<file path="config.mk">
export PLATFORM = sky130hd
export DESIGN_NAME = dbg_datapath
export DESIGN_NICKNAME = d
export VERILOG_FILES = /design/src/hw/dbg_pkg.sv /design/src/hw/cmd_decoder.sv /design/src/hw/dbg_datapath.sv /design/src/hw/log_merge.sv /design/src/hw/stream_governor.sv
export SDC_FILE = /design/constraint.sdc
export NUM_CORES = 1
export LEC_CHECK = 0
export BUFFER_PORTS_ARGS = -buffer_cell sky130_fd_sc_hd__buf_2
export CORE_UTILIZATION = 50
export CTS_CLUSTER_SIZE = 8
export DETAILED_ROUTE_END_ITERATION = 10
export PLACE_DENSITY = 0.76
export SETUP_SLACK_MARGIN = 0.5
export SLEW_MARGIN = 20
export SYNTH_ARGS = -nofsm -noshare
export SYNTH_HDL_FRONTEND = slang
export SYNTH_SLANG_ARGS = --single-unit
</file>
<file path="constraint.sdc">
create_clock -name clk -period 4.95 [get_ports clk]
set_input_delay 0.7425 -clock clk [delete_from_list [all_inputs] [get_ports clk]]
set_output_delay 0.7425 -clock clk [all_outputs]
set_load 0.005 [all_outputs]
</file>
<file path="src/hw/dbg_pkg.sv">
package dbg_pkg;

    //////////////////////////////////////////////////
    // widths
    //////////////////////////////////////////////////

    localparam int data_w    = 32;
    localparam int payload_w = 16;

    typedef logic [data_w-1:0] data_t;

    //////////////////////////////////////////////////
    // command encoding
    //////////////////////////////////////////////////

    // channel select, rd runs device to host
    typedef enum logic {
        chan_rd = 1'b0,
        chan_wr = 1'b1
    } chan_e;

    typedef enum logic [3:0] {
        op_nop     = 4'd0,
        op_pause   = 4'd1,
        op_unpause = 4'd2,
        op_drop    = 4'd3,
        op_undrop  = 4'd4,
        op_inject  = 4'd5,
        op_log     = 4'd6,
        op_unlog   = 4'd7
    } opcode_e;

    typedef struct packed {
        opcode_e                opcode;
        chan_e                  chan;
        logic [payload_w-1:0]   payload;
    } cmd_t;

    // per-channel control flags
    typedef struct packed {
        logic pause;
        logic drop;
        logic log_en;
    } ctrl_t;

    typedef struct packed {
        chan_e chan;
        data_t data;
    } log_beat_t;

endpackage

</file>
<file path="src/hw/cmd_decoder.sv">
`timescale 1ns/1ps

module cmd_decoder import dbg_pkg::*; (
    input  logic  clk,
    input  logic  rst,

    input  cmd_t  cmd,
    input  logic  cmd_valid,
    output logic  cmd_ready,
    output logic  cmd_done,

    output ctrl_t rd_ctrl,
    output ctrl_t wr_ctrl,

    output data_t rd_inj_data,
    output logic  rd_inj_valid,
    input  logic  rd_inj_ready,

    output data_t wr_inj_data,
    output logic  wr_inj_valid,
    input  logic  wr_inj_ready
);

    typedef enum logic [1:0] {
        st_idle,
        st_inject_wait,
        st_done
    } state_e;

    state_e state;
    ctrl_t  rd_ctrl_q;
    ctrl_t  wr_ctrl_q;
    data_t  inj_data_q;
    chan_e  inj_chan_q;
    logic   cmd_fire;
    logic   inj_fire;

    // set or clear one flag of a channel record
    function automatic ctrl_t apply_op(input ctrl_t c, input opcode_e op);
        ctrl_t r;
        r = c;
        case (op)
            op_pause:   r.pause  = 1'b1;
            op_unpause: r.pause  = 1'b0;
            op_drop:    r.drop   = 1'b1;
            op_undrop:  r.drop   = 1'b0;
            op_log:     r.log_en = 1'b1;
            op_unlog:   r.log_en = 1'b0;
            default:    r = c;
        endcase
        return r;
    endfunction

    //////////////////////////////////////////////////
    // handshakes
    //////////////////////////////////////////////////

    // done state still takes the next command
    assign cmd_ready = (state != st_inject_wait);
    assign cmd_fire  = cmd_valid && cmd_ready;
    assign cmd_done  = (state == st_done);

    assign rd_inj_valid = (state == st_inject_wait) && (inj_chan_q == chan_rd);
    assign wr_inj_valid = (state == st_inject_wait) && (inj_chan_q == chan_wr);
    assign rd_inj_data  = inj_data_q;
    assign wr_inj_data  = inj_data_q;

    assign inj_fire = (rd_inj_valid && rd_inj_ready) || (wr_inj_valid && wr_inj_ready);

    assign rd_ctrl = rd_ctrl_q;
    assign wr_ctrl = wr_ctrl_q;

    //////////////////////////////////////////////////
    // command FSM
    //////////////////////////////////////////////////

    always_ff @(posedge clk) begin
        if (rst) begin
            state     <= st_idle;
            rd_ctrl_q <= '0;
            wr_ctrl_q <= '0;
        end else begin
            case (state)
                st_inject_wait: begin
                    if (inj_fire) begin
                        state <= st_done;
                    end
                end
                default: begin
                    if (cmd_fire && cmd.opcode == op_inject) begin
                        state <= st_inject_wait;
                    end else if (cmd_fire) begin
                        state <= st_done;
                        if (cmd.chan == chan_rd) begin
                            rd_ctrl_q <= apply_op(rd_ctrl_q, cmd.opcode);
                        end else begin
                            wr_ctrl_q <= apply_op(wr_ctrl_q, cmd.opcode);
                        end
                    end else begin
                        state <= st_idle;
                    end
                end
            endcase
        end
    end

    // inject beat, payload zero extended
    always_ff @(posedge clk) begin
        if (cmd_fire && cmd.opcode == op_inject) begin
            inj_data_q <= {{(data_w - payload_w){1'b0}}, cmd.payload};
            inj_chan_q <= cmd.chan;
        end
    end

    // only one governor is offered an inject at a time
    a_one_inject: assert property (
        @(posedge clk) disable iff (rst)
        !(rd_inj_valid && wr_inj_valid)
    ) else $error("inject offered on both channels");

endmodule

</file>
<file path="src/hw/dbg_datapath.sv">
`timescale 1ns/1ps

module dbg_datapath import dbg_pkg::*; (
    input  logic      clk,
    input  logic      rst,

    // read channel, device to host
    input  data_t     rd_in_data,
    input  logic      rd_in_valid,
    output logic      rd_in_ready,
    output data_t     rd_out_data,
    output logic      rd_out_valid,
    input  logic      rd_out_ready,

    // write channel, host to device
    input  data_t     wr_in_data,
    input  logic      wr_in_valid,
    output logic      wr_in_ready,
    output data_t     wr_out_data,
    output logic      wr_out_valid,
    input  logic      wr_out_ready,

    input  cmd_t      cmd,
    input  logic      cmd_valid,
    output logic      cmd_ready,
    output logic      cmd_done,

    output log_beat_t log,
    output logic      log_valid,
    input  logic      log_ready
);

    ctrl_t rd_ctrl;
    ctrl_t wr_ctrl;

    data_t rd_inj_data;
    logic  rd_inj_valid;
    logic  rd_inj_ready;
    data_t wr_inj_data;
    logic  wr_inj_valid;
    logic  wr_inj_ready;

    data_t rd_log_data;
    logic  rd_log_valid;
    logic  rd_log_ready;
    data_t wr_log_data;
    logic  wr_log_valid;
    logic  wr_log_ready;

    //////////////////////////////////////////////////
    // command side
    //////////////////////////////////////////////////

    cmd_decoder u_decoder (
        .clk          (clk),
        .rst          (rst),
        .cmd          (cmd),
        .cmd_valid    (cmd_valid),
        .cmd_ready    (cmd_ready),
        .cmd_done     (cmd_done),
        .rd_ctrl      (rd_ctrl),
        .wr_ctrl      (wr_ctrl),
        .rd_inj_data  (rd_inj_data),
        .rd_inj_valid (rd_inj_valid),
        .rd_inj_ready (rd_inj_ready),
        .wr_inj_data  (wr_inj_data),
        .wr_inj_valid (wr_inj_valid),
        .wr_inj_ready (wr_inj_ready)
    );

    //////////////////////////////////////////////////
    // governors
    //////////////////////////////////////////////////

    stream_governor u_gov_rd (
        .clk       (clk),
        .rst       (rst),
        .ctrl      (rd_ctrl),
        .in_data   (rd_in_data),
        .in_valid  (rd_in_valid),
        .in_ready  (rd_in_ready),
        .inj_data  (rd_inj_data),
        .inj_valid (rd_inj_valid),
        .inj_ready (rd_inj_ready),
        .out_data  (rd_out_data),
        .out_valid (rd_out_valid),
        .out_ready (rd_out_ready),
        .log_data  (rd_log_data),
        .log_valid (rd_log_valid),
        .log_ready (rd_log_ready)
    );

    stream_governor u_gov_wr (
        .clk       (clk),
        .rst       (rst),
        .ctrl      (wr_ctrl),
        .in_data   (wr_in_data),
        .in_valid  (wr_in_valid),
        .in_ready  (wr_in_ready),
        .inj_data  (wr_inj_data),
        .inj_valid (wr_inj_valid),
        .inj_ready (wr_inj_ready),
        .out_data  (wr_out_data),
        .out_valid (wr_out_valid),
        .out_ready (wr_out_ready),
        .log_data  (wr_log_data),
        .log_valid (wr_log_valid),
        .log_ready (wr_log_ready)
    );

    // shared log output
    log_merge u_log (
        .clk       (clk),
        .rst       (rst),
        .rd_data   (rd_log_data),
        .rd_valid  (rd_log_valid),
        .rd_ready  (rd_log_ready),
        .wr_data   (wr_log_data),
        .wr_valid  (wr_log_valid),
        .wr_ready  (wr_log_ready),
        .log       (log),
        .log_valid (log_valid),
        .log_ready (log_ready)
    );

endmodule

</file>
<file path="src/hw/log_merge.sv">
`timescale 1ns/1ps

module log_merge import dbg_pkg::*; (
    input  logic      clk,
    input  logic      rst,

    input  data_t     rd_data,
    input  logic      rd_valid,
    output logic      rd_ready,

    input  data_t     wr_data,
    input  logic      wr_valid,
    output logic      wr_ready,

    output log_beat_t log,
    output logic      log_valid,
    input  logic      log_ready
);

    chan_e last_grant;
    logic  out_free;
    logic  pick_wr;

    assign out_free = !log_valid || log_ready;

    // round robin when both pending
    assign pick_wr  = wr_valid && (!rd_valid || last_grant == chan_rd);
    assign rd_ready = out_free && rd_valid && !pick_wr;
    assign wr_ready = out_free && pick_wr;

    always_ff @(posedge clk) begin
        if (rst) begin
            log_valid  <= 1'b0;
            last_grant <= chan_wr;
        end else if (rd_ready || wr_ready) begin
            log_valid  <= 1'b1;
            last_grant <= pick_wr ? chan_wr : chan_rd;
        end else if (log_ready) begin
            log_valid  <= 1'b0;
        end
    end

    // tag with source channel
    always_ff @(posedge clk) begin
        if (rd_ready || wr_ready) begin
            log.chan <= pick_wr ? chan_wr : chan_rd;
            log.data <= pick_wr ? wr_data : rd_data;
        end
    end

    a_one_grant: assert property (
        @(posedge clk) disable iff (rst)
        !(rd_ready && wr_ready)
    ) else $error("log merge granted both channels");

endmodule

</file>
<file path="src/hw/stream_governor.sv">
`timescale 1ns/1ps

module stream_governor import dbg_pkg::*; (
    input  logic  clk,
    input  logic  rst,
    input  ctrl_t ctrl,

    input  data_t in_data,
    input  logic  in_valid,
    output logic  in_ready,

    input  data_t inj_data,
    input  logic  inj_valid,
    output logic  inj_ready,

    output data_t out_data,
    output logic  out_valid,
    input  logic  out_ready,

    output data_t log_data,
    output logic  log_valid,
    input  logic  log_ready
);

    logic  out_free;
    logic  log_free;
    logic  load_ok;
    logic  inj_fire;
    logic  in_fire;
    logic  load;
    data_t load_data;

    //////////////////////////////////////////////////
    // acceptance
    //////////////////////////////////////////////////

    // register is free or drains this cycle
    assign out_free = !out_valid || out_ready;
    assign log_free = !log_valid || log_ready;

    // log space only matters while logging
    assign load_ok = out_free && (!ctrl.log_en || log_free);

    // inject ignores pause and drop
    assign inj_ready = load_ok;
    assign inj_fire  = inj_valid && inj_ready;

    // dropped beats need no space, inject wins otherwise
    assign in_ready = !ctrl.pause && (ctrl.drop || (load_ok && !inj_valid));
    assign in_fire  = in_valid && in_ready;

    assign load      = inj_fire || (in_fire && !ctrl.drop);
    assign load_data = inj_fire ? inj_data : in_data;

    //////////////////////////////////////////////////
    // output and log registers
    //////////////////////////////////////////////////

    always_ff @(posedge clk) begin
        if (rst) begin
            out_valid <= 1'b0;
            log_valid <= 1'b0;
        end else begin
            if (load) begin
                out_valid <= 1'b1;
            end else if (out_ready) begin
                out_valid <= 1'b0;
            end

            // copy taken in the same cycle as the output load
            if (load && ctrl.log_en) begin
                log_valid <= 1'b1;
            end else if (log_ready) begin
                log_valid <= 1'b0;
            end
        end
    end

    always_ff @(posedge clk) begin
        if (load) begin
            out_data <= load_data;
        end
        if (load && ctrl.log_en) begin
            log_data <= load_data;
        end
    end

    // stalled output beat must not change
    a_out_stable: assert property (
        @(posedge clk) disable iff (rst)
        (out_valid && !out_ready) |=> (out_valid && $stable(out_data))
    ) else $error("out beat changed while stalled");

endmodule

</file>
# Yosys cells after proc, flatten, opt, wreduce, memory -nomap -nowiden
# Index checks and enable logic that the tools add are counted.
[totals]
ff_bits = 192
latchBits = 0
ramBits = 0
rom_bits = 0
inputBits = 93
output_inout_bits = 104
wordCells = 122
memories = 0
[op_classes]
n_addsub = 0
n_mul = 0
div_mod_pow = 0
magnitude_cmp = 0
n_eq_ne = 11
shifts = 0
n_mux = 21
n_bitwise = 5
reduce_logical = 64
[ops]
columns = ["cell", "count"]
rows = [
  ["$mux W32", 3],
  ["$reduce_and A5 Y1", 6],
  ["$logic_and A1 B1 Y1", 22],
  ["$eq A4 B3 Y1 const B", 4],
  ["$reduce_bool A2 Y1", 8],
  ["$logic_not A1 Y1", 14],
  ["$logic_or A1 B1 Y1", 14],
  ["$mux W1", 11],
  ["$eq A4 B2 Y1 const B", 2],
  ["$mux W2", 4],
  ["$pmux W1 S2", 3],
  ["$not A1 Y1", 5],
  ["$eq A4 B1 Y1 const B", 1],
  ["$ne A2 B1 Y1 const B", 2],
  ["$eq A2 B1 Y1 const B", 1],
  ["$eq A2 B2 Y1 const B", 1],
]

# Depth between registers and ports, before layout
# Gate-level depths: netlist of the first run.
[logic_depth]
ltp_word = 16
mapped_depth = 6
ltp_nobuf = 5

# Hierarchy
# From an unflattened synthesis of the first run, not the netlist that was laid out.
[hier_totals]
cells_unflattened = 435
area_unflattened_um2 = 8026.4
[by_module_without_submodules]
columns = ["mod", "instances", "cells_each", "area_each_um2", "seq_area_each_um2"]
rows = [
  ["stream_governor", 2, 118, 2588.7, 1961.9],
  ["log_merge", 1, 81, 1498.9, 1031.0],
  ["cmd_decoder", 1, 118, 1350.0, 670.6],
]

# Worst setup path after synthesis of the first run
# Ideal clock, no wire load.
[synth_path]
kind = "in2reg"
start = "input log_ready"
end = "register u_gov_rd.log_data[0], enable pin"
setup_time_ns = 0.392
arrival_ns = 2.831
required_time_ns = 4.558
slack_ns = 1.727
path_stages = 5
path_buffers = 0
cell_sequence = "and2b_2 o211ai_2 nand3_1 inv_1 and2_1"
[synth_between]
elab_chain_cells = 13
[synth_lines]
columns = ["item", "line", "text"]
rows = [
  ["start: declaration", "dbg_datapath.sv:30", "input logic log_ready"],
  ["$logic_or A1 B1 Y1 (*)", "log_merge.sv:24", "assign out_free = !log_valid || log_ready;"],
  ["$logic_and A1 B1 Y1 (*) (2 in series)", "log_merge.sv:28", "assign rd_ready = out_free && rd_valid && !pick_wr;"],
  ["$logic_or A1 B1 Y1 (*)", "stream_governor.sv:39", "assign log_free = !log_valid || log_ready;"],
  ["$logic_or A1 B1 Y1 (*)", "stream_governor.sv:42", "assign load_ok = out_free && (!ctrl.log_en || log_free);"],
  ["$logic_and A1 B1 Y1 (*)", "stream_governor.sv:42", ""],
  ["$logic_and A1 B1 Y1", "stream_governor.sv:49", "assign in_ready = !ctrl.pause && (ctrl.drop || (load_ok && !inj_valid));"],
  ["$logic_or A1 B1 Y1", "stream_governor.sv:49", ""],
  ["$logic_and A1 B1 Y1", "stream_governor.sv:49", ""],
  ["$logic_and A1 B1 Y1", "stream_governor.sv:50", "assign in_fire = in_valid && in_ready;"],
  ["$logic_and A1 B1 Y1", "stream_governor.sv:52", "assign load = inj_fire || (in_fire && !ctrl.drop);"],
  ["$logic_or A1 B1 Y1 (*)", "stream_governor.sv:52", ""],
  ["named net u_gov_rd.load", "stream_governor.sv:30", "logic load;"],
  ["$logic_and A1 B1 Y1 (*)", "stream_governor.sv:83", "if (load && ctrl.log_en) begin"],
  ["end signal: assignment", "stream_governor.sv:84", "log_data <= load_data;"],
  ["end: declaration", "stream_governor.sv:20", "output data_t log_data,"],
]
# Mark *: on every way through the listed nets, which the timed path passes. The rest lies on a longest branch.
# A chain may end at the register's enable or synchronous reset.

# Worst setup path after layout of the first run
[layout_path]
start = "register u_decoder.wr_ctrl_q, in the netlist u_decoder.wr_ctrl[1]"
end = "register u_gov_wr.log_data[18], enable pin"
[layout_between]
elab_chain_cells = 6
[layout_lines]
columns = ["item", "line", "text"]
rows = [
  ["start: declaration", "cmd_decoder.sv:32", "ctrl_t wr_ctrl_q;"],
  ["start signal: assignment", "cmd_decoder.sv:97", "wr_ctrl_q <= apply_op(wr_ctrl_q, cmd.opcode);"],
  ["$logic_or A1 B1 Y1", "stream_governor.sv:49", ""],
  ["$logic_and A1 B1 Y1", "stream_governor.sv:49", ""],
  ["$logic_and A1 B1 Y1", "stream_governor.sv:50", ""],
  ["$logic_and A1 B1 Y1 (*)", "stream_governor.sv:52", ""],
  ["$logic_or A1 B1 Y1 (*)", "stream_governor.sv:52", ""],
  ["named net u_gov_wr.load", "stream_governor.sv:30", ""],
  ["$logic_and A1 B1 Y1 (*)", "stream_governor.sv:83", ""],
  ["end signal: assignment", "stream_governor.sv:84", ""],
  ["end: declaration", "stream_governor.sv:20", ""],
]
# Marked as above.

==> results of run 1 <==
## final cells by class
type | instances | area [sq um]
Fill cell | 1039 | 5020
Inverter | 5 | 18.8
Multi-Input combinational cell | 168 | 1500
Sequential cell | 192 | 5630
Antenna cell | 1 | 2.50
Clock inverter | 12 | 144
Timing Repair Buffer | 199 | 1020
Tap cell | 180 | 225
Clock buffer | 18 | 429
## cells by family after synthesis
logic type | Yosys count | synth area share [%]
mux | 64 | 11.2
compound gates | 29 | 2.83
simple gates | 75 | 6.39
buf+inv | 21 | 2.00
flops | 192 | 77.6
## state kept, by name, indices dropped and copies added (netlist names), 2 cells and up
register / count
u_log.log: 33
u_gov_rd.log_data: 32
u_gov_rd.out_data: 32
u_gov_wr.log_data: 32
u_gov_wr.out_data: 32
u_decoder.rd_inj_data: 16
u_decoder.rd_ctrl: 3
u_decoder.wr_ctrl: 3
u_decoder.state: 2
## power groups by stage
stage / clock (mW) / combinational [mW] / sequential, mW
floorplan: 0 / 0.0697 / 1.88
global placement: 0 / 0.172 / 1.88
detailed placement: 0 / 0.178 / 1.88
CTS: 1.36 / 0.179 / 1.84
global route: 1.41 / 0.193 / 1.85
finish: 1.33 / 0.178 / 1.84
## Yosys cell counts (3+ instances only)
library cell	count	share of area (%)
a21oi_1	11	0.76
a31oi_1	3	0.26
and2_1	4	0.35
and3_1	3	0.26
and3b_1	3	0.36
buf_2	7	0.48
buf_6	4	0.62
clkbuf_1	3	0.16
dfxtp_1	14	3.9
edfxtp_1	178	74
inv_1	5	0.26
mux2_2	40	6.2
mux2_4	24	5.0
nand2_1	6	0.31
nand2b_1	3	0.26
nand3_1	3	0.21
nand3b_1	3	0.31
nor2_1	7	0.36
nor2b_1	35	3.0
## routing by layer
metal	global-route usage (%)	part of all wire (%)	vias up	wire length (um)
met4	10.7	2.5	0	370
met1	22.9	39	1955	5760
met3	4.88	6.9	29	1030
met5	0	0	-	0
li1	-	-	1858	-
met2	34.4	52	171	7680
## worst max path at each step
stage,depth (start not counted),start,to
final,6,u_decoder.wr_ctrl[1]$_SDFFE_PP0P_,u_gov_wr.log_data[18]$_DFFE_PP_
after global routing,6,u_decoder.wr_ctrl[1]$_SDFFE_PP0P_,u_gov_wr.log_data[6]$_DFFE_PP_
after CTS,6,u_decoder.wr_ctrl[1]$_SDFFE_PP0P_,u_gov_wr.log_data[6]$_DFFE_PP_
after detailed placement,7,wr_in_valid,u_gov_wr.log_data[6]$_DFFE_PP_
after global placement,7,log_ready,u_gov_wr.log_data[6]$_DFFE_PP_
after floorplan,5,log_ready,u_gov_rd.log_data[0]$_DFFE_PP_
## through the flow
| stage | hold slack [ns] | area [sq um] | cells |
|---|---|---|---|
| 5_1_grt | 0.472 | 8970 | 775 |
| 3_3_place_gp | 0.487 | 8360 | 743 |
| 6_report | 0.483 | 8970 | 775 |
| 2_1_floorplan | 0.470 | 7250 | 381 |
| 4_1_cts | 0.468 | 8930 | 773 |
| 3_5_place_dp | 0.520 | 8360 | 743 |
==> run summary, run 1 <==
Reg2Reg Setup Slack: 2.45 ns
All-Layer GR Usage: 20.0%
post-synthesis sequential area ratio: 77.6%
Starting Density: 51.8%
Max-slew headroom: 34.2%
Final Max Tran Viols: 0
CTS root buffer: clkbuf_16
Yosys reg bits: 192
Setup crit end kind: register
first-pass GRT wire length: 21200 um
Crit path max-delay family: simple AND/OR/NAND/NOR gates
initial antenna violation count: 1
CTS sink count: 192
Die W: 122 um
Worst Path Buf+Inv: 2
Routed Antenna Nets: 0
DRC viols: 0
Static Leak: 3.42 nW
crit-path max cell delay: 0.81 ns
final core occ: 64.1%
CTS tree: done
vias in the first global route: 4039
Via density: 5.18
final estimated routing congestion in global placement: 0.807
P_int: 2.70 mW
final worst path period need: 2.50 ns
post_cts resized: 0
# Post-CTS Setup Buffers: 0
maxcap violations: 0
routed len/inst: 19.1 um
H-tree depth: 4
Final Cycle Share: 50.5%
Core ar.: 14000 sq um
Worst R2R End: u_gov_wr.log_data[18]$_DFFE_PP_
num rows: 43
io pins: 197
Place WS: 2.00 ns
largest net degree at the start of global routing: 35
Final #Nets: 676
RR Startpoint: u_decoder.wr_ctrl[1]$_SDFFE_PP0P_
Synth cell types: 38
DRT Pass-1 Iters: 4
Switching Share: 19.6%
critical path type: register to register
area of the die: 15000 sq um
synthesized instance count: 381
ys async rst share: 0%
setup TNS: 0 ns
Via Count: 4013
worst slew pin tran: 0.987 ns
Clock Power Share: 39.8%
clk buf depth: 2
Startpoint Class: register
Critical-path top delay cell: and2_2
die height: 122 um
number of DRC markers in iteration 0: 298
Hold Vio Cnt, Final: 0
Worst Hold Launch: cmd[1]
Worst Path Max Fanout: 33
IO Port Bufs: 196
hold crit path type: input pin to register
Warnings, synthesis: 0
arrival time at the worst endpoint: 2.55 ns
Syn Nets: 474
most frequent cells in the layout: buf_2, edfxtp_1, mux2_2
Comb pwr share: 5.3%
clk_lat worst skew: 0.43 ns
CTS Buf Count: 17
GRT overflow: 0
outcome: complete, no violations
Final WS setup: 2.45 ns
Max VDD drop: 0.220 mV
Net Sw Power: 0.658 mW
Reg clk slew, reported paths: 0.07 ns
hold path cells: 1
area grow syn2layout: 23.7%
CTS Hold Buffers Added: 0
HPWL Detailed: 9550 um
commonest non-fill, non-tap cell in the layout: buf_2
Worst Hold End: u_decoder.rd_inj_data[1]$_DFFE_PP_
PwrDens: 374 nW/um^2
Avg Inst Size Synth: 19.0 sq um
share of post-route cells with drive strength above 1: 51.0%
Post-Route WL: 14800 um
unrepaired setup endpoints after global routing: no
CP Cell Sequence: nand2b_1 -> o21ai_0 -> nand3_1 -> clkinv_1 -> buf_4 -> and2_2
main flop type after synthesis: edfxtp_1
R2R depth: 6
Setup Viol. Count Final: 0
Max Clock Freq: 400 MHz
mapped cell area: 7250 sq um
Flop pwr share: 54.9%
WP data required: 5.00 ns
Pwr Total: 3.36 mW
EDFF count, synth: 178
Worst Skew: 0.0135 ns
(Power assumes the default switching activity.)
==> run 2, diff against run 1 <==
--- a/config.mk
+++ b/config.mk
@@ -5,11 +5,12 @@
 export SDC_FILE = /design/constraint.sdc
 export NUM_CORES = 1
 export LEC_CHECK = 0
+export ABC_AREA = 1
 export BUFFER_PORTS_ARGS = -buffer_cell sky130_fd_sc_hd__buf_2
-export CORE_UTILIZATION = 50
+export CORE_UTILIZATION = 47
 export CTS_CLUSTER_SIZE = 8
 export DETAILED_ROUTE_END_ITERATION = 10
-export PLACE_DENSITY = 0.76
+export PLACE_DENSITY = 0.75
 export SETUP_SLACK_MARGIN = 0.5
 export SLEW_MARGIN = 20
 export SYNTH_ARGS = -nofsm -noshare
==> constraint.sdc (replaced) <==
create_clock -name clk -period 2.1 [get_ports clk]
set_input_delay 0.315 -clock clk [delete_from_list [all_inputs] [get_ports clk]]
set_output_delay 0.315 -clock clk [all_outputs]
set_load 0.005 [all_outputs]
==> run summary, run 2 <==
Final Cycle Share: 88.2%
PwrDens: 795 nW/um^2
routed len/inst: 19.0 um
P_int: 6.27 mW
clk buf depth: 2
post-synthesis sequential area ratio: 78.5%
vias in the first global route: 4932
Reg2Reg Setup Slack: 0.25 ns
Top reg by flops: u_log.log
most frequent cells in the layout: buf_2, edfxtp_1, nand2_1
Crit path max-delay family: simple AND/OR/NAND/NOR gates
Starting Density: 48.7%
GRT overflow: 0
main flop type after synthesis: edfxtp_1
H-tree depth: 4
post-synthesis xor/xnor area fraction: 0%
CTS Buf Count: 17
Static Leak: 4.42 nW
Most Frequent Cell on Critical Path: inv_2
Setup crit end kind: register
Avg Inst Size Synth: 12.9 sq um
Routed Antenna Nets: 0
Via density: 5.08
Worst Path Max Fanout: 9
ys async rst share: 0%
maxcap violations: 0
io pins: 197
Yosys reg bits: 192
final worst path period need: 1.85 ns
Switching Share: 22.3%
GRT Max-Usage Layer: met2
placed insts: 938
first-pass GRT wire length: 27200 um
Final Max Tran Viols: 0
setup TNS: 0 ns
final hold slack: 0.0483 ns
EDFF count, synth: 178
most frequent cell after synthesis: edfxtp_1
Post-Synth Simple-Gate Area: 11.8%
clk_lat worst skew: 0.44 ns
mapped cell area: 7170 sq um
CTS sink count: 192
DRT Pass-1 Iters: 11
WP data required: 2.25 ns
IO Port Bufs: 196
Warnings, synthesis: 0
Worst Skew: 0.0117 ns
Max VDD drop: 0.533 mV
Post-Route WL: 19200 um
Final #Nets: 906
die height: 125 um
met2 usage: 41.8%
Max Clock Freq: 540 MHz
Setup Viol. Count Final: 0
initial antenna violation count: 0
area of the die: 15700 sq um
Place WS: 0.277 ns
worst slew pin tran: 0.349 ns
DRC viols: 15
post-synthesis mux area share: 0%
Via Count: 5126
All-Layer GR Usage: 24.0%
area grow syn2layout: 41.8%
Flop pwr share: 53.9%
hold crit path type: input pin to register
crit-path max cell delay: 0.34 ns
largest net degree at the start of global routing: 31
number of flip-flops in the largest register: 33
Reg clk slew, reported paths: 0.07 ns
Startpoint Class: register
number of DRC markers in iteration 0: 403
area leader, netlist: edfxtp_1
Pwr Total: 8.08 mW
final estimated routing congestion in global placement: 0.857
commonest non-fill, non-tap cell in the layout: buf_2
Synth Area in Adders: 0%
Net Sw Power: 1.80 mW
Worst Path Buf+Inv: 4
largest family of logic cells by synthesized area: simple AND/OR/NAND/NOR gates
CP Cell Sequence: inv_2 -> nor2_4 -> inv_2 -> or2_4 -> nand3b_4 -> nand2_8 -> nand2_4 -> clkinvlp_4 -> clkbuf_16
failing checks: DRC
top post-synthesis cells by area: edfxtp_1, nand2_1, inv_1
synthesized instance count: 556
share of the synthesized area in the top cell type: 74.6%
Synth cell types: 26
Final WS setup: 0.248 ns
outcome: finished with violations
met1 usage: 29.1%
CTS tree: done
top post-synthesis cells by count: edfxtp_1, nand2_1, inv_1
Syn Nets: 649
Synth Area in Compound Gates: 4.12%
Post-Place Cell Area: 8610 sq um
unrepaired setup endpoints after global routing: yes
Hold Vio Cnt, Final: 0
Critical-path top delay cell: dfxtp_2
CTS root buffer: clkbuf_16
share of post-route cells with drive strength above 1: 43.0%
Antenna Cells: 0
HPWL Detailed: 11100 um
Max-slew headroom: 76.7%
num rows: 44
arrival time at the worst endpoint: 2.00 ns
critical path type: register to register
Clock Power Share: 38.0%
global routing usage on met3: 5.69%
final core occ: 69.1%
Core ar.: 14700 sq um
Finished Cell Area: 10200 sq um
Die W: 125 um
Comb pwr share: 8.2%
post-route insts no fill: 1010
## run 2: final timing paths
kind                                      from                            endpoint  depth (start not counted)
min reg2reg  u_decoder.rd_ctrl[1]$_SDFFE_PP0P_   u_decoder.rd_ctrl[1]$_SDFFE_PP0P_                          2
min                                     cmd[3]  u_decoder.rd_inj_data[3]$_DFFE_PP_                          1
max            u_decoder.state[0]$_SDFFE_PP0P_     u_gov_rd.log_data[24]$_DFFE_PP_                          9
max reg2reg    u_decoder.state[0]$_SDFFE_PP0P_     u_gov_rd.log_data[24]$_DFFE_PP_                          9
## run 2: final cells by class
type,instances,area (sq um)
fillers,1008,4540
inverters,82,319
clock inverters,15,136
clock buffers,17,425
repair buffers,254,1910
flip-flops and latches,192,5640
multi-input cells,266,1500
well taps,184,230
## run 2: kinds of logic after synthesis
family / count (synthesis)
compound gates: 57
simple gates: 209
flops: 192
buf+inv: 98
## run 2: layer usage
layer / part of all wire (%) / routed length, um
met5: 0 / 0
met1: 39 / 7500
met3: 7.8 / 1500
met4: 1.6 / 303
met2: 52 / 9910
## run 2: power groups by stage
stage | sequential, mW | clock, mW | combinational (mW)
5_1_grt | 4.36 | 3.24 | 0.710
3_5_place_dp | 4.43 | 0 | 0.471
6_report | 4.35 | 3.07 | 0.660
4_1_cts | 4.35 | 3.10 | 0.580
2_1_floorplan | 4.44 | 0 | 0.173
3_3_place_gp | 4.43 | 0 | 0.455
## run 2: repair_timing
| item | in CTS | in global routing |
|---|---|---|
| hold buffers | 0 | 0 |
| setup endpoints to repair | 277 | 300 |
| pin swaps | 7 | 7 |
| cloned | 10 | 5 |
| buffers inserted | 18 | 7 |
| gates resized for setup | 67 | 47 |
